`src/common/diagBusPkg.sv`:
```
// Diagnostic bus command, decoded function entry and response types
// Shared by the command decoder, the command queue and the register block
`default_nettype none

package diagBusPkg;

  localparam int DIAG_SEL_W  = 3;
  localparam int DIAG_DATA_W = 6;

  // Command kind carried in the op field
  typedef enum logic [1:0] {NOP = 2'd0, CTL = 2'd1, LOAD = 2'd2, READ = 2'd3} diagOp_t;

  typedef logic [DIAG_SEL_W-1:0]  diagSel_t;
  typedef logic [DIAG_DATA_W-1:0] diagData_t;

  // Host command word, op in the top bits
  typedef struct packed {
    diagOp_t   op;
    diagSel_t  sel;
    diagData_t data;
  } diagCmd_t;

  // CTL function codes on sel, sel 0 and 4 are undefined
  localparam diagSel_t SEL_START       = 3'd1;
  localparam diagSel_t SEL_SINGLE_STEP = 3'd2;
  localparam diagSel_t SEL_STOP        = 3'd3;
  localparam diagSel_t SEL_BURST       = 3'd5;
  localparam diagSel_t SEL_SET_RESET   = 3'd6;
  localparam diagSel_t SEL_CLR_RESET   = 3'd7;

  // Highest defined read select
  localparam diagSel_t SEL_RD_MAX = 3'd3;

  typedef enum logic [2:0] {
    FN_NONE, FN_START, FN_SINGLE_STEP, FN_STOP, FN_BURST, FN_SET_RESET, FN_CLR_RESET
  } ctlFunc_t;

  // Load functions, encoded as the low digit of 042..045
  typedef enum logic [2:0] {
    LD_NONE = 3'd0, LD_BURST_LO = 3'd2, LD_BURST_HI = 3'd3,
    LD_RATE_SRC = 3'd4, LD_DOMAIN_DIS = 3'd5
  } ldFunc_t;

  // One queue entry, at most one of ctlFunc, ldFunc and readReq is active
  typedef struct packed {
    ctlFunc_t  ctlFunc;
    ldFunc_t   ldFunc;
    logic      readReq;
    diagSel_t  readSel;
    diagData_t data;
  } funcEntry_t;

endpackage

`default_nettype wire

```
`src/common/clkCtlPkg.sv`:
```
// Clock control types: run state, configuration and clock enable structs
// Also holds the fixed sizes of the command queue and the tick divider
`default_nettype none

package clkCtlPkg;

  localparam int QUEUE_DEPTH = 4;
  localparam int QUEUE_PTR_W = $clog2(QUEUE_DEPTH);
  localparam int QUEUE_CNT_W = $clog2(QUEUE_DEPTH + 1);
  localparam int DIV_WIDTH   = 3;

  typedef enum logic [1:0] {STOPPED, RUNNING, BURSTING, STEPPING} runState_t;

  typedef logic [1:0]             rateSel_t;
  typedef logic [1:0]             srcSel_t;
  typedef logic [7:0]             burstCnt_t;
  typedef logic [DIV_WIDTH-1:0]   divCnt_t;
  typedef logic [QUEUE_PTR_W-1:0] qPtr_t;
  typedef logic [QUEUE_CNT_W-1:0] qCnt_t;

  // Per-domain disables, set by a 045 load
  typedef struct packed {
    logic crm;
    logic edp;
    logic ctl;
  } domainDis_t;

  typedef struct packed {
    rateSel_t   rateSel;
    srcSel_t    srcSel;
    domainDis_t domainDis;
  } clkCfg_t;

  typedef struct packed {
    logic crm;
    logic edp;
    logic ctl;
  } domainClk_t;

endpackage

`default_nettype wire

```
`src/rtl/diagCmdDecoder.sv`:
```
// Checks host diagnostic commands and turns the defined ones into queue entries
// Undefined commands and NOPs are accepted and dropped
`timescale 1ns/1ps
`default_nettype none

module diagCmdDecoder (
  input  wire                    CLK,
  input  wire                    rst,
  input  diagBusPkg::diagCmd_t   cmd,
  input  wire                    cmdValid,
  output logic                   cmdReady,
  output diagBusPkg::funcEntry_t entry,
  output logic                   pushValid,
  input  wire                    pushReady
);

  diagBusPkg::funcEntry_t decEntry;
  logic                   decOk;
  logic                   cmdTake;
  logic                   pendValid;

  // A held entry leaves whenever the queue is ready, so both follow pushReady
  assign cmdReady  = pushReady;
  assign cmdTake   = cmdValid & cmdReady;
  assign pushValid = pendValid;

  always_comb begin
    decEntry = '0;
    decOk    = 1'b0;
    case (cmd.op)
      diagBusPkg::CTL: begin
        decOk = 1'b1;
        case (cmd.sel)
          diagBusPkg::SEL_START:       decEntry.ctlFunc = diagBusPkg::FN_START;
          diagBusPkg::SEL_SINGLE_STEP: decEntry.ctlFunc = diagBusPkg::FN_SINGLE_STEP;
          diagBusPkg::SEL_STOP:        decEntry.ctlFunc = diagBusPkg::FN_STOP;
          diagBusPkg::SEL_BURST:       decEntry.ctlFunc = diagBusPkg::FN_BURST;
          diagBusPkg::SEL_SET_RESET:   decEntry.ctlFunc = diagBusPkg::FN_SET_RESET;
          diagBusPkg::SEL_CLR_RESET:   decEntry.ctlFunc = diagBusPkg::FN_CLR_RESET;
          default:                     decOk = 1'b0;
        endcase
      end
      diagBusPkg::LOAD: begin
        // Load sel matches the ldFunc_t encoding, 042 to 045
        decOk         = 1'b1;
        decEntry.data = cmd.data;
        case (cmd.sel)
          3'd2:    decEntry.ldFunc = diagBusPkg::LD_BURST_LO;
          3'd3:    decEntry.ldFunc = diagBusPkg::LD_BURST_HI;
          3'd4:    decEntry.ldFunc = diagBusPkg::LD_RATE_SRC;
          3'd5:    decEntry.ldFunc = diagBusPkg::LD_DOMAIN_DIS;
          default: decOk = 1'b0;
        endcase
      end
      diagBusPkg::READ: begin
        decOk            = (cmd.sel <= diagBusPkg::SEL_RD_MAX);
        decEntry.readReq = decOk;
        decEntry.readSel = cmd.sel;
      end
      default: decOk = 1'b0;
    endcase
  end

  // One-entry output register
  always_ff @(posedge CLK) begin
    if (rst) begin
      pendValid <= 1'b0;
    end else if (cmdTake) begin
      pendValid <= decOk;
    end else if (pushReady) begin
      pendValid <= 1'b0;
    end
  end

  // Payload only loads for a defined command
  always_ff @(posedge CLK) begin
    if (cmdTake && decOk) begin
      entry <= decEntry;
    end
  end

endmodule

`default_nettype wire

```
`src/rtl/cmdQueue.sv`:
```
// Small circular FIFO of decoded function entries, valid/ready on both sides
// A full queue still takes a push in a cycle where its head is popped
`timescale 1ns/1ps
`default_nettype none

module cmdQueue (
  input  wire                    CLK,
  input  wire                    rst,
  input  diagBusPkg::funcEntry_t pushEntry,
  input  wire                    pushValid,
  output logic                   pushReady,
  output diagBusPkg::funcEntry_t head,
  output logic                   popValid,
  input  wire                    popReady
);

  diagBusPkg::funcEntry_t mem [clkCtlPkg::QUEUE_DEPTH];

  clkCtlPkg::qPtr_t wrPtr;
  clkCtlPkg::qPtr_t rdPtr;
  clkCtlPkg::qCnt_t count;
  logic             full;
  logic             live;
  logic             doPush;
  logic             doPop;

  assign full     = (count == clkCtlPkg::qCnt_t'(clkCtlPkg::QUEUE_DEPTH));
  assign popValid = (count != '0);
  assign head     = mem[rdPtr];

  // Held off until the first cycle out of reset
  assign pushReady = live & (~full | popReady);
  assign doPush    = pushValid & pushReady;
  assign doPop     = popValid & popReady;

  always_ff @(posedge CLK) begin
    if (rst) begin
      live  <= 1'b0;
      wrPtr <= '0;
      rdPtr <= '0;
      count <= '0;
    end else begin
      live <= 1'b1;
      if (doPush) begin
        wrPtr <= wrPtr + clkCtlPkg::qPtr_t'(1);
      end
      if (doPop) begin
        rdPtr <= rdPtr + clkCtlPkg::qPtr_t'(1);
      end
      // Occupancy only moves when push and pop differ
      case ({doPush, doPop})
        2'b10:   count <= count + clkCtlPkg::qCnt_t'(1);
        2'b01:   count <= count - clkCtlPkg::qCnt_t'(1);
        default: count <= count;
      endcase
    end
  end

  // Entry storage
  always_ff @(posedge CLK) begin
    if (doPush) begin
      mem[wrPtr] <= pushEntry;
    end
  end

endmodule

`default_nettype wire

```
`src/clkCtl/clkRunCtl.sv`:
```
// Run controller: tick divider, run FSM, burst counter and clock enables
// Takes one CTL function per cycle from the register block
`timescale 1ns/1ps
`default_nettype none

module clkRunCtl (
  input  wire                     CLK,
  input  wire                     rst,
  input  diagBusPkg::ctlFunc_t    runFunc,
  input  clkCtlPkg::clkCfg_t      cfg,
  input  diagBusPkg::ldFunc_t     burstWr,
  input  diagBusPkg::diagData_t   burstData,
  output clkCtlPkg::runState_t    runState,
  output clkCtlPkg::burstCnt_t    burstCnt,
  output logic                    mrReset,
  output logic                    eboxClk,
  output clkCtlPkg::domainClk_t   domainClk
);

  clkCtlPkg::divCnt_t   divCnt;
  clkCtlPkg::runState_t stateNext;
  logic                 tick;
  logic                 burstZero;
  logic                 burstLast;
  logic                 clkActive;

  // Free-running divider
  always_ff @(posedge CLK) begin
    if (rst) begin
      divCnt <= '0;
    end else begin
      divCnt <= divCnt + clkCtlPkg::divCnt_t'(1);
    end
  end

  // Tick when the low rateSel bits are all zero
  always_comb begin
    case (cfg.rateSel)
      2'd0:    tick = 1'b1;
      2'd1:    tick = (divCnt[0] == 1'b0);
      2'd2:    tick = (divCnt[1:0] == 2'b00);
      default: tick = (divCnt == '0);
    endcase
  end

  assign burstZero = (burstCnt == '0);
  assign burstLast = (burstCnt == clkCtlPkg::burstCnt_t'(1));

  // A burst with nothing left gives no pulse
  always_comb begin
    case (runState)
      clkCtlPkg::RUNNING:  clkActive = 1'b1;
      clkCtlPkg::STEPPING: clkActive = 1'b1;
      clkCtlPkg::BURSTING: clkActive = ~burstZero;
      default:             clkActive = 1'b0;
    endcase
  end

  assign eboxClk       = tick & clkActive;
  assign domainClk.crm = eboxClk & ~cfg.domainDis.crm;
  assign domainClk.edp = eboxClk & ~cfg.domainDis.edp;
  assign domainClk.ctl = eboxClk & ~cfg.domainDis.ctl;

  always_comb begin
    stateNext = runState;
    // Step and burst end on their own
    case (runState)
      clkCtlPkg::STEPPING: begin
        if (eboxClk) stateNext = clkCtlPkg::STOPPED;
      end
      clkCtlPkg::BURSTING: begin
        if (burstZero || (eboxClk && burstLast)) stateNext = clkCtlPkg::STOPPED;
      end
      default: stateNext = runState;
    endcase
    // Host functions override
    case (runFunc)
      diagBusPkg::FN_START:       stateNext = clkCtlPkg::RUNNING;
      diagBusPkg::FN_SINGLE_STEP: stateNext = clkCtlPkg::STEPPING;
      diagBusPkg::FN_BURST:       stateNext = clkCtlPkg::BURSTING;
      diagBusPkg::FN_STOP:        stateNext = clkCtlPkg::STOPPED;
      default:                    stateNext = stateNext;
    endcase
  end

  always_ff @(posedge CLK) begin
    if (rst) begin
      runState <= clkCtlPkg::STOPPED;
      mrReset  <= 1'b1;
    end else begin
      runState <= stateNext;
      if (runFunc == diagBusPkg::FN_SET_RESET) begin
        mrReset <= 1'b1;
      end else if (runFunc == diagBusPkg::FN_CLR_RESET) begin
        mrReset <= 1'b0;
      end
    end
  end

  // Nibble loads win over the countdown
  always_ff @(posedge CLK) begin
    if (rst) begin
      burstCnt <= '0;
    end else if (burstWr == diagBusPkg::LD_BURST_LO) begin
      burstCnt[3:0] <= burstData[3:0];
    end else if (burstWr == diagBusPkg::LD_BURST_HI) begin
      burstCnt[7:4] <= burstData[3:0];
    end else if (eboxClk && runState == clkCtlPkg::BURSTING) begin
      // eboxClk in a burst implies a nonzero count
      burstCnt <= burstCnt - clkCtlPkg::burstCnt_t'(1);
    end
  end

endmodule

`default_nettype wire

```
`src/clkCtl/clkDiagRegs.sv`:
```
// Diagnostic register block: drains the queue, holds the clock configuration
// Forwards CTL and burst loads to the run controller and answers reads in order
`timescale 1ns/1ps
`default_nettype none

module clkDiagRegs (
  input  wire                     CLK,
  input  wire                     rst,
  input  diagBusPkg::funcEntry_t  head,
  input  wire                     popValid,
  output logic                    popReady,
  input  clkCtlPkg::runState_t    runState,
  input  clkCtlPkg::burstCnt_t    burstCnt,
  input  wire                     mrReset,
  output clkCtlPkg::clkCfg_t      cfg,
  output diagBusPkg::ctlFunc_t    runFunc,
  output diagBusPkg::ldFunc_t     burstWr,
  output diagBusPkg::diagData_t   burstData,
  output diagBusPkg::diagData_t   rsp,
  output logic                    rspValid,
  input  wire                     rspReady
);

  logic                  pop;
  logic                  rspStall;
  diagBusPkg::diagData_t rdWord;

  // A stalled response blocks everything behind it
  assign rspStall = rspValid & ~rspReady;
  assign popReady = ~rspStall;
  assign pop      = popValid & popReady;

  // CTL goes out in the pop cycle
  assign runFunc   = pop ? head.ctlFunc : diagBusPkg::FN_NONE;
  assign burstWr   = pop ? head.ldFunc : diagBusPkg::LD_NONE;
  assign burstData = head.data;

  // Read word layout, msb first
  always_comb begin
    case (head.readSel)
      3'd0:    rdWord = burstCnt[7:2];
      3'd1:    rdWord = {burstCnt[1:0], runState, mrReset, 1'b0};
      3'd2:    rdWord = {cfg.srcSel, cfg.rateSel, 2'b00};
      3'd3:    rdWord = {3'b000, cfg.domainDis.crm, cfg.domainDis.edp, cfg.domainDis.ctl};
      default: rdWord = '0;
    endcase
  end

  // Configuration loads, 044 and 045
  always_ff @(posedge CLK) begin
    if (rst) begin
      cfg <= '0;
    end else if (pop) begin
      if (head.ldFunc == diagBusPkg::LD_RATE_SRC) begin
        cfg.srcSel  <= head.data[3:2];
        cfg.rateSel <= head.data[1:0];
      end else if (head.ldFunc == diagBusPkg::LD_DOMAIN_DIS) begin
        cfg.domainDis <= head.data[2:0];
      end
    end
  end

  // Response handshake
  always_ff @(posedge CLK) begin
    if (rst) begin
      rspValid <= 1'b0;
    end else if (pop && head.readReq) begin
      rspValid <= 1'b1;
    end else if (rspReady) begin
      rspValid <= 1'b0;
    end
  end

  // Word only changes on a new read
  always_ff @(posedge CLK) begin
    if (pop && head.readReq) begin
      rsp <= rdWord;
    end
  end

endmodule

`default_nettype wire

```
`src/clkCtl/clkCtl.sv`:
```
// Clock control unit top, driven by the diagnostic command bus
// Decoder feeds the queue, the register block drains it and steers the run controller
`timescale 1ns/1ps
`default_nettype none

module clkCtl (
  input  wire                     CLK,
  input  wire                     rst,
  input  diagBusPkg::diagCmd_t    cmd,
  input  wire                     cmdValid,
  output logic                    cmdReady,
  output diagBusPkg::diagData_t   rsp,
  output logic                    rspValid,
  input  wire                     rspReady,
  output logic                    eboxClk,
  output clkCtlPkg::domainClk_t   domainClk,
  output logic                    mrReset
);

  diagBusPkg::funcEntry_t decEntry;
  logic                   pushValid;
  logic                   pushReady;
  diagBusPkg::funcEntry_t head;
  logic                   popValid;
  logic                   popReady;

  // Register block to run controller
  diagBusPkg::ctlFunc_t   runFunc;
  diagBusPkg::ldFunc_t    burstWr;
  diagBusPkg::diagData_t  burstData;
  clkCtlPkg::clkCfg_t     cfg;

  // Status back for readback
  clkCtlPkg::runState_t   runState;
  clkCtlPkg::burstCnt_t   burstCnt;

  diagCmdDecoder u_decoder (
    .CLK(CLK), .rst(rst),
    .cmd(cmd), .cmdValid(cmdValid), .cmdReady(cmdReady),
    .entry(decEntry), .pushValid(pushValid), .pushReady(pushReady)
  );

  cmdQueue u_queue (
    .CLK(CLK), .rst(rst),
    .pushEntry(decEntry), .pushValid(pushValid), .pushReady(pushReady),
    .head(head), .popValid(popValid), .popReady(popReady)
  );

  clkDiagRegs u_regs (
    .CLK(CLK), .rst(rst),
    .head(head), .popValid(popValid), .popReady(popReady),
    .runState(runState), .burstCnt(burstCnt), .mrReset(mrReset),
    .cfg(cfg), .runFunc(runFunc), .burstWr(burstWr), .burstData(burstData),
    .rsp(rsp), .rspValid(rspValid), .rspReady(rspReady)
  );

  clkRunCtl u_run (
    .CLK(CLK), .rst(rst),
    .runFunc(runFunc), .cfg(cfg), .burstWr(burstWr), .burstData(burstData),
    .runState(runState), .burstCnt(burstCnt), .mrReset(mrReset),
    .eboxClk(eboxClk), .domainClk(domainClk)
  );

endmodule

`default_nettype wire

```
`config.mk`:
```
export PLATFORM = sky130hd
export DESIGN_NAME = clkCtl
export DESIGN_NICKNAME = d
export VERILOG_FILES = /design/src/common/diagBusPkg.sv /design/src/common/clkCtlPkg.sv /design/src/rtl/diagCmdDecoder.sv /design/src/rtl/cmdQueue.sv /design/src/clkCtl/clkRunCtl.sv /design/src/clkCtl/clkDiagRegs.sv /design/src/clkCtl/clkCtl.sv
export SDC_FILE = /design/constraint.sdc
export NUM_CORES = 1
export LEC_CHECK = 0
export ABC_AREA = 1
export BUFFER_PORTS_ARGS = -buffer_cell sky130_fd_sc_hd__buf_4
export CAP_MARGIN = 10
export CORE_ASPECT_RATIO = 0.6
export CORE_MARGIN = 5
export CORE_UTILIZATION = 45
export DETAILED_ROUTE_END_ITERATION = 10
export PLACE_DENSITY_LB_ADDON = 0.08
export SLEW_MARGIN = 10
export SYNTH_ARGS = -nofsm -noshare
export SYNTH_HDL_FRONTEND = slang
export SYNTH_SLANG_ARGS = --single-unit
```
`constraint.sdc`:
```
create_clock -name CLK -period 6.2 [get_ports CLK]
set_input_delay 1.24 -clock CLK [delete_from_list [all_inputs] [get_ports CLK]]
set_output_delay 1.24 -clock CLK [all_outputs]
set_load 0.01 [all_outputs]
```
==> results.sh, run 1 <==
export IMPL_status="completed"
export IMPL_yosysTopAreaCellShare_pct=45.7
export IMPL_drc=0
export IMPL_async_reset_ff_share_pct=0
export IMPL_critPathArrivalTime_ps=2080
export IMPL_required_ps=4960
export IMPL_synth_area_mux_share_pct=0
export IMPL_cts_buffers=9
export IMPL_post_synth_top_count_cell="nand2_1"
export IMPL_clock_path_buffers=2
export IMPL_slew_headroom_pct=28.3
export IMPL_coreArea_mm2=0.0107
export IMPL_rsz0062_at_grt="false"
export IMPL_fin_nets=592
export IMPL_synth_area_mm2=0.00500
export IMPL_yosysWarnings=0
export IMPL_cp_start_kind="input pin"
export IMPL_avgViaCountPerCell=5.18
export IMPL_grt_overflow=0
export IMPL_cts_tree="built"
export IMPL_stdcell_count=707
export IMPL_powerDensity_mw_per_mm2=454
export IMPL_synthAdderAreaFrac_pct=3.66
export IMPL_clkTransAtPathRegs_ps=70
export IMPL_tightest_slew_ps=1060
export IMPL_min_path_type="flop to flop"
export IMPL_syn_to_final_growth_pct=12.6
export IMPL_syn_avg_cell_area_um2=9.41
export IMPL_clock_fmax_ghz=0.302
export IMPL_yosys_top_cells_count="124 x nand2_1, 76 x edfxtp_1, 73 x nor2_1"
export IMPL_holdCritStartpoint="u_run.divCnt[0]$_SDFF_PP0_"
export IMPL_yosys_area_share_simple_pct=22.6
export IMPL_criticalPathCategory="input pin to output pin"
export IMPL_drtPass1Iterations=5
export IMPL_vias=3662
export IMPL_synth_top_family_by_area="simple AND/OR/NAND/NOR gates"
export IMPL_dp_hpwl_um=7990
export IMPL_cts_resized=0
export IMPL_io_pins=28
export IMPL_final_period_utilization_pct=53.5
export IMPL_cp_max_fo=3
export IMPL_num_fill_cells=962
export IMPL_crit_start="rspReady"
export IMPL_synthTopCellsByArea="edfxtp_1 46%, dfxtp_1 13%, nand2_1 9.3%"
export IMPL_cts_sinks=109
export IMPL_synth_edf_count=76
export IMPL_synth_seq_cells=109
export IMPL_design_die_area_mm2=0.0134
export IMPL_htree_levels=3
export IMPL_grt_antenna_before_repair=0
export IMPL_ys_seq_area_share_pct=58.9
export IMPL_fin_crit_ps=3320
export IMPL_fp_dieH_um=91.6
export IMPL_drive_above_1_share_pct=12.3
export IMPL_grt_pass1_wl_um=18100
export IMPL_post_synth_top_area_cell="edfxtp_1"
export IMPL_wl_per_cell_um=15.5
export IMPL_synth_nets=560
export IMPL_synthXorXnorAreaFrac_pct=1.05
export IMPL_max_cap_viol_count=0
export IMPL_syn_inst=531
export IMPL_synth_top_flop_cell="edfxtp_1"
export IMPL_finalSetupViolCount=0
export IMPL_grt_max_degree=30
export IMPL_endpoint_kind="output pin"
export IMPL_synth_compound_area_share_pct=7.06
export IMPL_antennaDiodeCount=0
export IMPL_hold_viol=0
export IMPL_core_rowCount=29
export IMPL_port_buffers=25
export IMPL_antenna_left=0
export IMPL_hold_buffers=0
export IMPL_skew_ps=5.77
export IMPL_synthDistinctLibCells=36
export IMPL_grt_pass1_vias=3476
export IMPL_die_w_um=146
export IMPL_slew_violations=0
export IMPL_tns_ps=0
export IMPL_place_inst=691
export IMPL_leakage_nw=2.31
export IMPL_initial_core_util_pct=46.7
export IMPL_r2r_start="u_regs.rspValid$_SDFFE_PP0P_"
export IMPL_gp_congestion=0.912
export IMPL_peakVddDrop_mv=0.198
export IMPL_cts_setup_buffers=0
export IMPL_drt_iter0_drc=313
export IMPL_track_usage_pct=17.3
export IMPL_insertion_delay_ps=350
export IMPL_routed_wl_um=11000
export IMPL_root_buffer="clkbuf_16"
## final cells by class
| type | count | area (um2) | area share, % |
|---|---|---|---|
| clock buffer | 9 | 225 | 4.00 |
| clock inverter | 7 | 82.6 | 1.47 |
| inverter | 65 | 244 | 4.34 |
| multi-input combinational | 346 | 1720 | 30.5 |
| sequential | 109 | 2940 | 52.3 |
| tap | 139 | 174 | 3.09 |
| timing repair buffer | 32 | 240 | 4.27 |
## report_power, final
part / internal (mW) / switching (mW) / total (mW)
logic: 0.331 / 0.691 / 1.02
registers: 0.872 / 0.0677 / 0.939
clock network: 0.319 / 0.272 / 0.591
total: 1.52 / 1.03 / 2.55
## critical path, stage by stage
cell and delay, ps:
buf_4 110, nor2_1 260, nand3_1 110, nand2_1 100, inv_1 100, buf_4 160
## state kept, by name, indices dropped and copies added, names as in the netlist, named ones only
| signal | count |
|---|---|
| u_queue.mem | 56 |
| u_decoder.entry | 14 |
| u_run.burstCnt | 8 |
| u_regs.cfg | 7 |
| u_regs.rsp | 6 |
| u_queue.count | 3 |
| u_run.divCnt | 3 |
| u_queue.rdPtr | 2 |
| u_queue.wrPtr | 2 |
| u_run.runState | 2 |
| u_decoder.pushValid | 1 |
| u_queue.live | 1 |
| u_regs.rspValid | 1 |
| u_run.mrReset | 1 |
## metrics by stage
stage               util [%]  cell area [um2]  worst slack [ps]  hold slack [ps]  total power [mW]
finish                  52.6             5630              2880              450              2.55
global route            52.6             5630              2740              483              2.75
CTS                     52.6             5630              2860              450              2.56
detailed placement      49.7             5320              2770              440              1.96
global placement        49.7             5320              2800              431              1.94
floorplan                  -             5000              3150              417              1.70
## layer usage
metal	part of all wire, %	global-route usage (%)
met5	0	0
met3	7.5	5.42
met1	50	25.7
met4	0.98	4.46
met2	41	24.5
## worst paths after layout
path                            depth (start not counted)                             to  slack, ps
worst max-delay path                                    6                       cmdReady       2880
worst min-delay path                                    1     u_run.divCnt[0]$_SDFF_PP0_        450
worst max register to register                         13  u_queue.count[2]$_SDFFE_PP0P_       3790
worst min register to register                          1     u_run.divCnt[0]$_SDFF_PP0_        450
## layout by cell type (no fill, tap or decap), drive strengths merged
cell      count
edfxtp       76
nand2       128
nor3          6
o211ai        1
o22a          1
or2           1
xor2          4
buf          32
ha           13
fa            1
bufinv        1
nand4         6
nand3b        2
o21ai        30
inv          66
nand3        44
nor2         77
a31oi         1
o21a          1
o31ai         1
clkinv        3
xnor2         2
dfxtp        33
a2111o        1
clkinvlp      2
clkbuf        9
a21oi        22
o22ai         4
## cell families after synthesis
logic type / count (synthesis)
xor+xnor: 6
fa+ha+maj: 14
flops: 109
buf+inv: 76
compound gates: 62
simple gates: 264
Note: power is estimated with default switching activity, not from simulation.
==> inputs of run 2 (changes only) <==
clock period = 2.89 ns   (was 6.2 ns; I/O delays follow)
==> run 2 against run 1 <==
  * Non-clock buffer count is 5 higher
  * Global-route usage is 0.44 points higher
  * Clock power is 100% higher
  * Die area stayed put
  * Critical path depth is 2 higher
  * Design area is 0.33% higher
  * Clock skew is 1.2 ps higher
  * Sequential power is 120% higher
  * Clock-buffer cell count stayed put
  * Worst hold slack worse by 2.0 ps
  * First-iteration DRC count is 13% higher
==> results.sh, run 2 (synthesized netlist as in run 1, its figures left out) <==
export IMPL_fin_nets=597
export IMPL_cts_sinks=109
export IMPL_layout_common_cells="124 x nand2_1, 76 x edfxtp_1, 73 x nor2_1"
export IMPL_leakage_nw=2.33
export IMPL_drtPass1Iterations=5
export IMPL_cts_tree="built"
export IMPL_hold_viol=0
export IMPL_fp_dieH_um=91.6
export IMPL_clock_fmax_ghz=0.379
export IMPL_coreArea_mm2=0.0107
export IMPL_avgViaCountPerCell=5.15
export IMPL_final_period_utilization_pct=91.3
export IMPL_antenna_left=0
export IMPL_powerDensity_mw_per_mm2=968
export IMPL_tightest_slew_ps=1080
export IMPL_dp_hpwl_um=8270
export IMPL_routed_wl_um=11300
export IMPL_p_total_mw=5.47
export IMPL_endpoint_kind="output pin"
export IMPL_grt_antenna_before_repair=0
export IMPL_antennaDiodeCount=0
export IMPL_cts_resized=0
export IMPL_cts_setup_buffers=0
export IMPL_min_path_type="flop to flop"
export IMPL_criticalPathCategory="flop to output pin"
export IMPL_hold_buffers=0
export IMPL_io_pins=28
export IMPL_max_cap_viol_count=0
export IMPL_slew_headroom_pct=28.0
export IMPL_slew_violations=0
export IMPL_grt_overflow=0
export IMPL_drive_above_1_share_pct=12.7
export IMPL_drt_iter0_drc=353
export IMPL_design_die_area_mm2=0.0134
export IMPL_fin_crit_ps=2640
export IMPL_rsz0062_at_grt="false"
export IMPL_grt_max_degree=20
export IMPL_core_rowCount=29
export IMPL_insertion_delay_ps=340
export IMPL_peakVddDrop_mv=0.447
export IMPL_critPathArrivalTime_ps=2060
export IMPL_initial_core_util_pct=46.7
export IMPL_skew_ps=6.92
export IMPL_cp_max_fo=4
export IMPL_cts_buffers=9
export IMPL_required_ps=2310
export IMPL_status="completed"
export IMPL_die_w_um=146
export IMPL_finalSetupViolCount=0
export IMPL_grt_pass1_wl_um=18600
export IMPL_whs_path_depth=1
export IMPL_wl_per_cell_um=15.9
export IMPL_root_buffer="clkbuf_16"
export IMPL_clock_path_buffers=2
export IMPL_drc=0
export IMPL_grt_pass1_vias=3554
export IMPL_largest_reg_flops=56
export IMPL_syn_to_final_growth_pct=13.0
export IMPL_final_common_cell="nand2_1"
export IMPL_port_buffers=25
export IMPL_htree_levels=3
export IMPL_cp_start_kind="flop"
export IMPL_track_usage_pct=17.7
export IMPL_vias=3665
export IMPL_clkTransAtPathRegs_ps=70
export IMPL_gp_congestion=0.925
export IMPL_tns_ps=0
export IMPL_regMostFlops="u_queue.mem"
export IMPL_r2r_cells=13
export IMPL_reg_top3="u_queue.mem (56), u_decoder.entry (14), u_run.burstCnt (8)"
run 2: cell types whose count changed in the layout (fill, tap and decap cells not counted), sizes merged:
cell	before	now
buf	32	37
clkinv	3	4
inv	66	65
run 2: worst paths after layout:
check | from | end | slack, ps
worst max-delay path | u_run.burstCnt[1]$_SDFFE_PP0P_ | eboxClk | 250
worst min register to register | u_run.divCnt[0]$_SDFF_PP0_ | u_run.divCnt[0]$_SDFF_PP0_ | 450
worst max register to register | u_regs.rspValid$_SDFFE_PP0P_ | u_queue.count[2]$_SDFFE_PP0P_ | 610
worst min-delay path | u_run.divCnt[0]$_SDFF_PP0_ | u_run.divCnt[0]$_SDFF_PP0_ | 450
run 2: worst max-delay path, stage by stage, from the launching register on:
cell	delay (ps)
dfxtp_1	360
inv_1	140
ha_1	220
nand2_1	130
nor2_1	130
nor2_1	70
o21ai_0	430
inv_1	90
buf_4	160
run 2: power by group:
group / internal (mW) / total (mW) / switching [mW]
Combinational: 0.735 / 2.23 / 1.49
Clock: 0.665 / 1.20 / 0.536
Sequential: 1.87 / 2.04 / 0.165
Total: 3.27 / 5.47 / 2.19
run 2: per-stage QoR:
stage	setup slack (ps)	cells	utilization [%]	hold WS (ps)	area, um2
floorplan	499	531	-	417	5000
global placement	383	696	50.0	432	5360
detailed placement	314	696	50.0	442	5360
CTS	257	712	52.7	452	5640
global route	13.4	712	52.7	469	5640
finish	252	712	52.7	448	5640
run 2: cell type report:
type,instances,area [um2]
timing repair buffer,37,278
clock inverter,7,63.8
multi-input combinational,346,1720
sequential,109,2940
inverter,65,244
fill,961,5060
tap,139,174
clock buffer,9,225
run 2: per-layer routing:
layer	track usage (%)	wire length [um]	vias up
li1	-	-	1832
met1	25.7	5540	1700
met2	25.4	4640	123
met3	6.26	1050	10
met4	4.30	116	0
met5	0	0	-
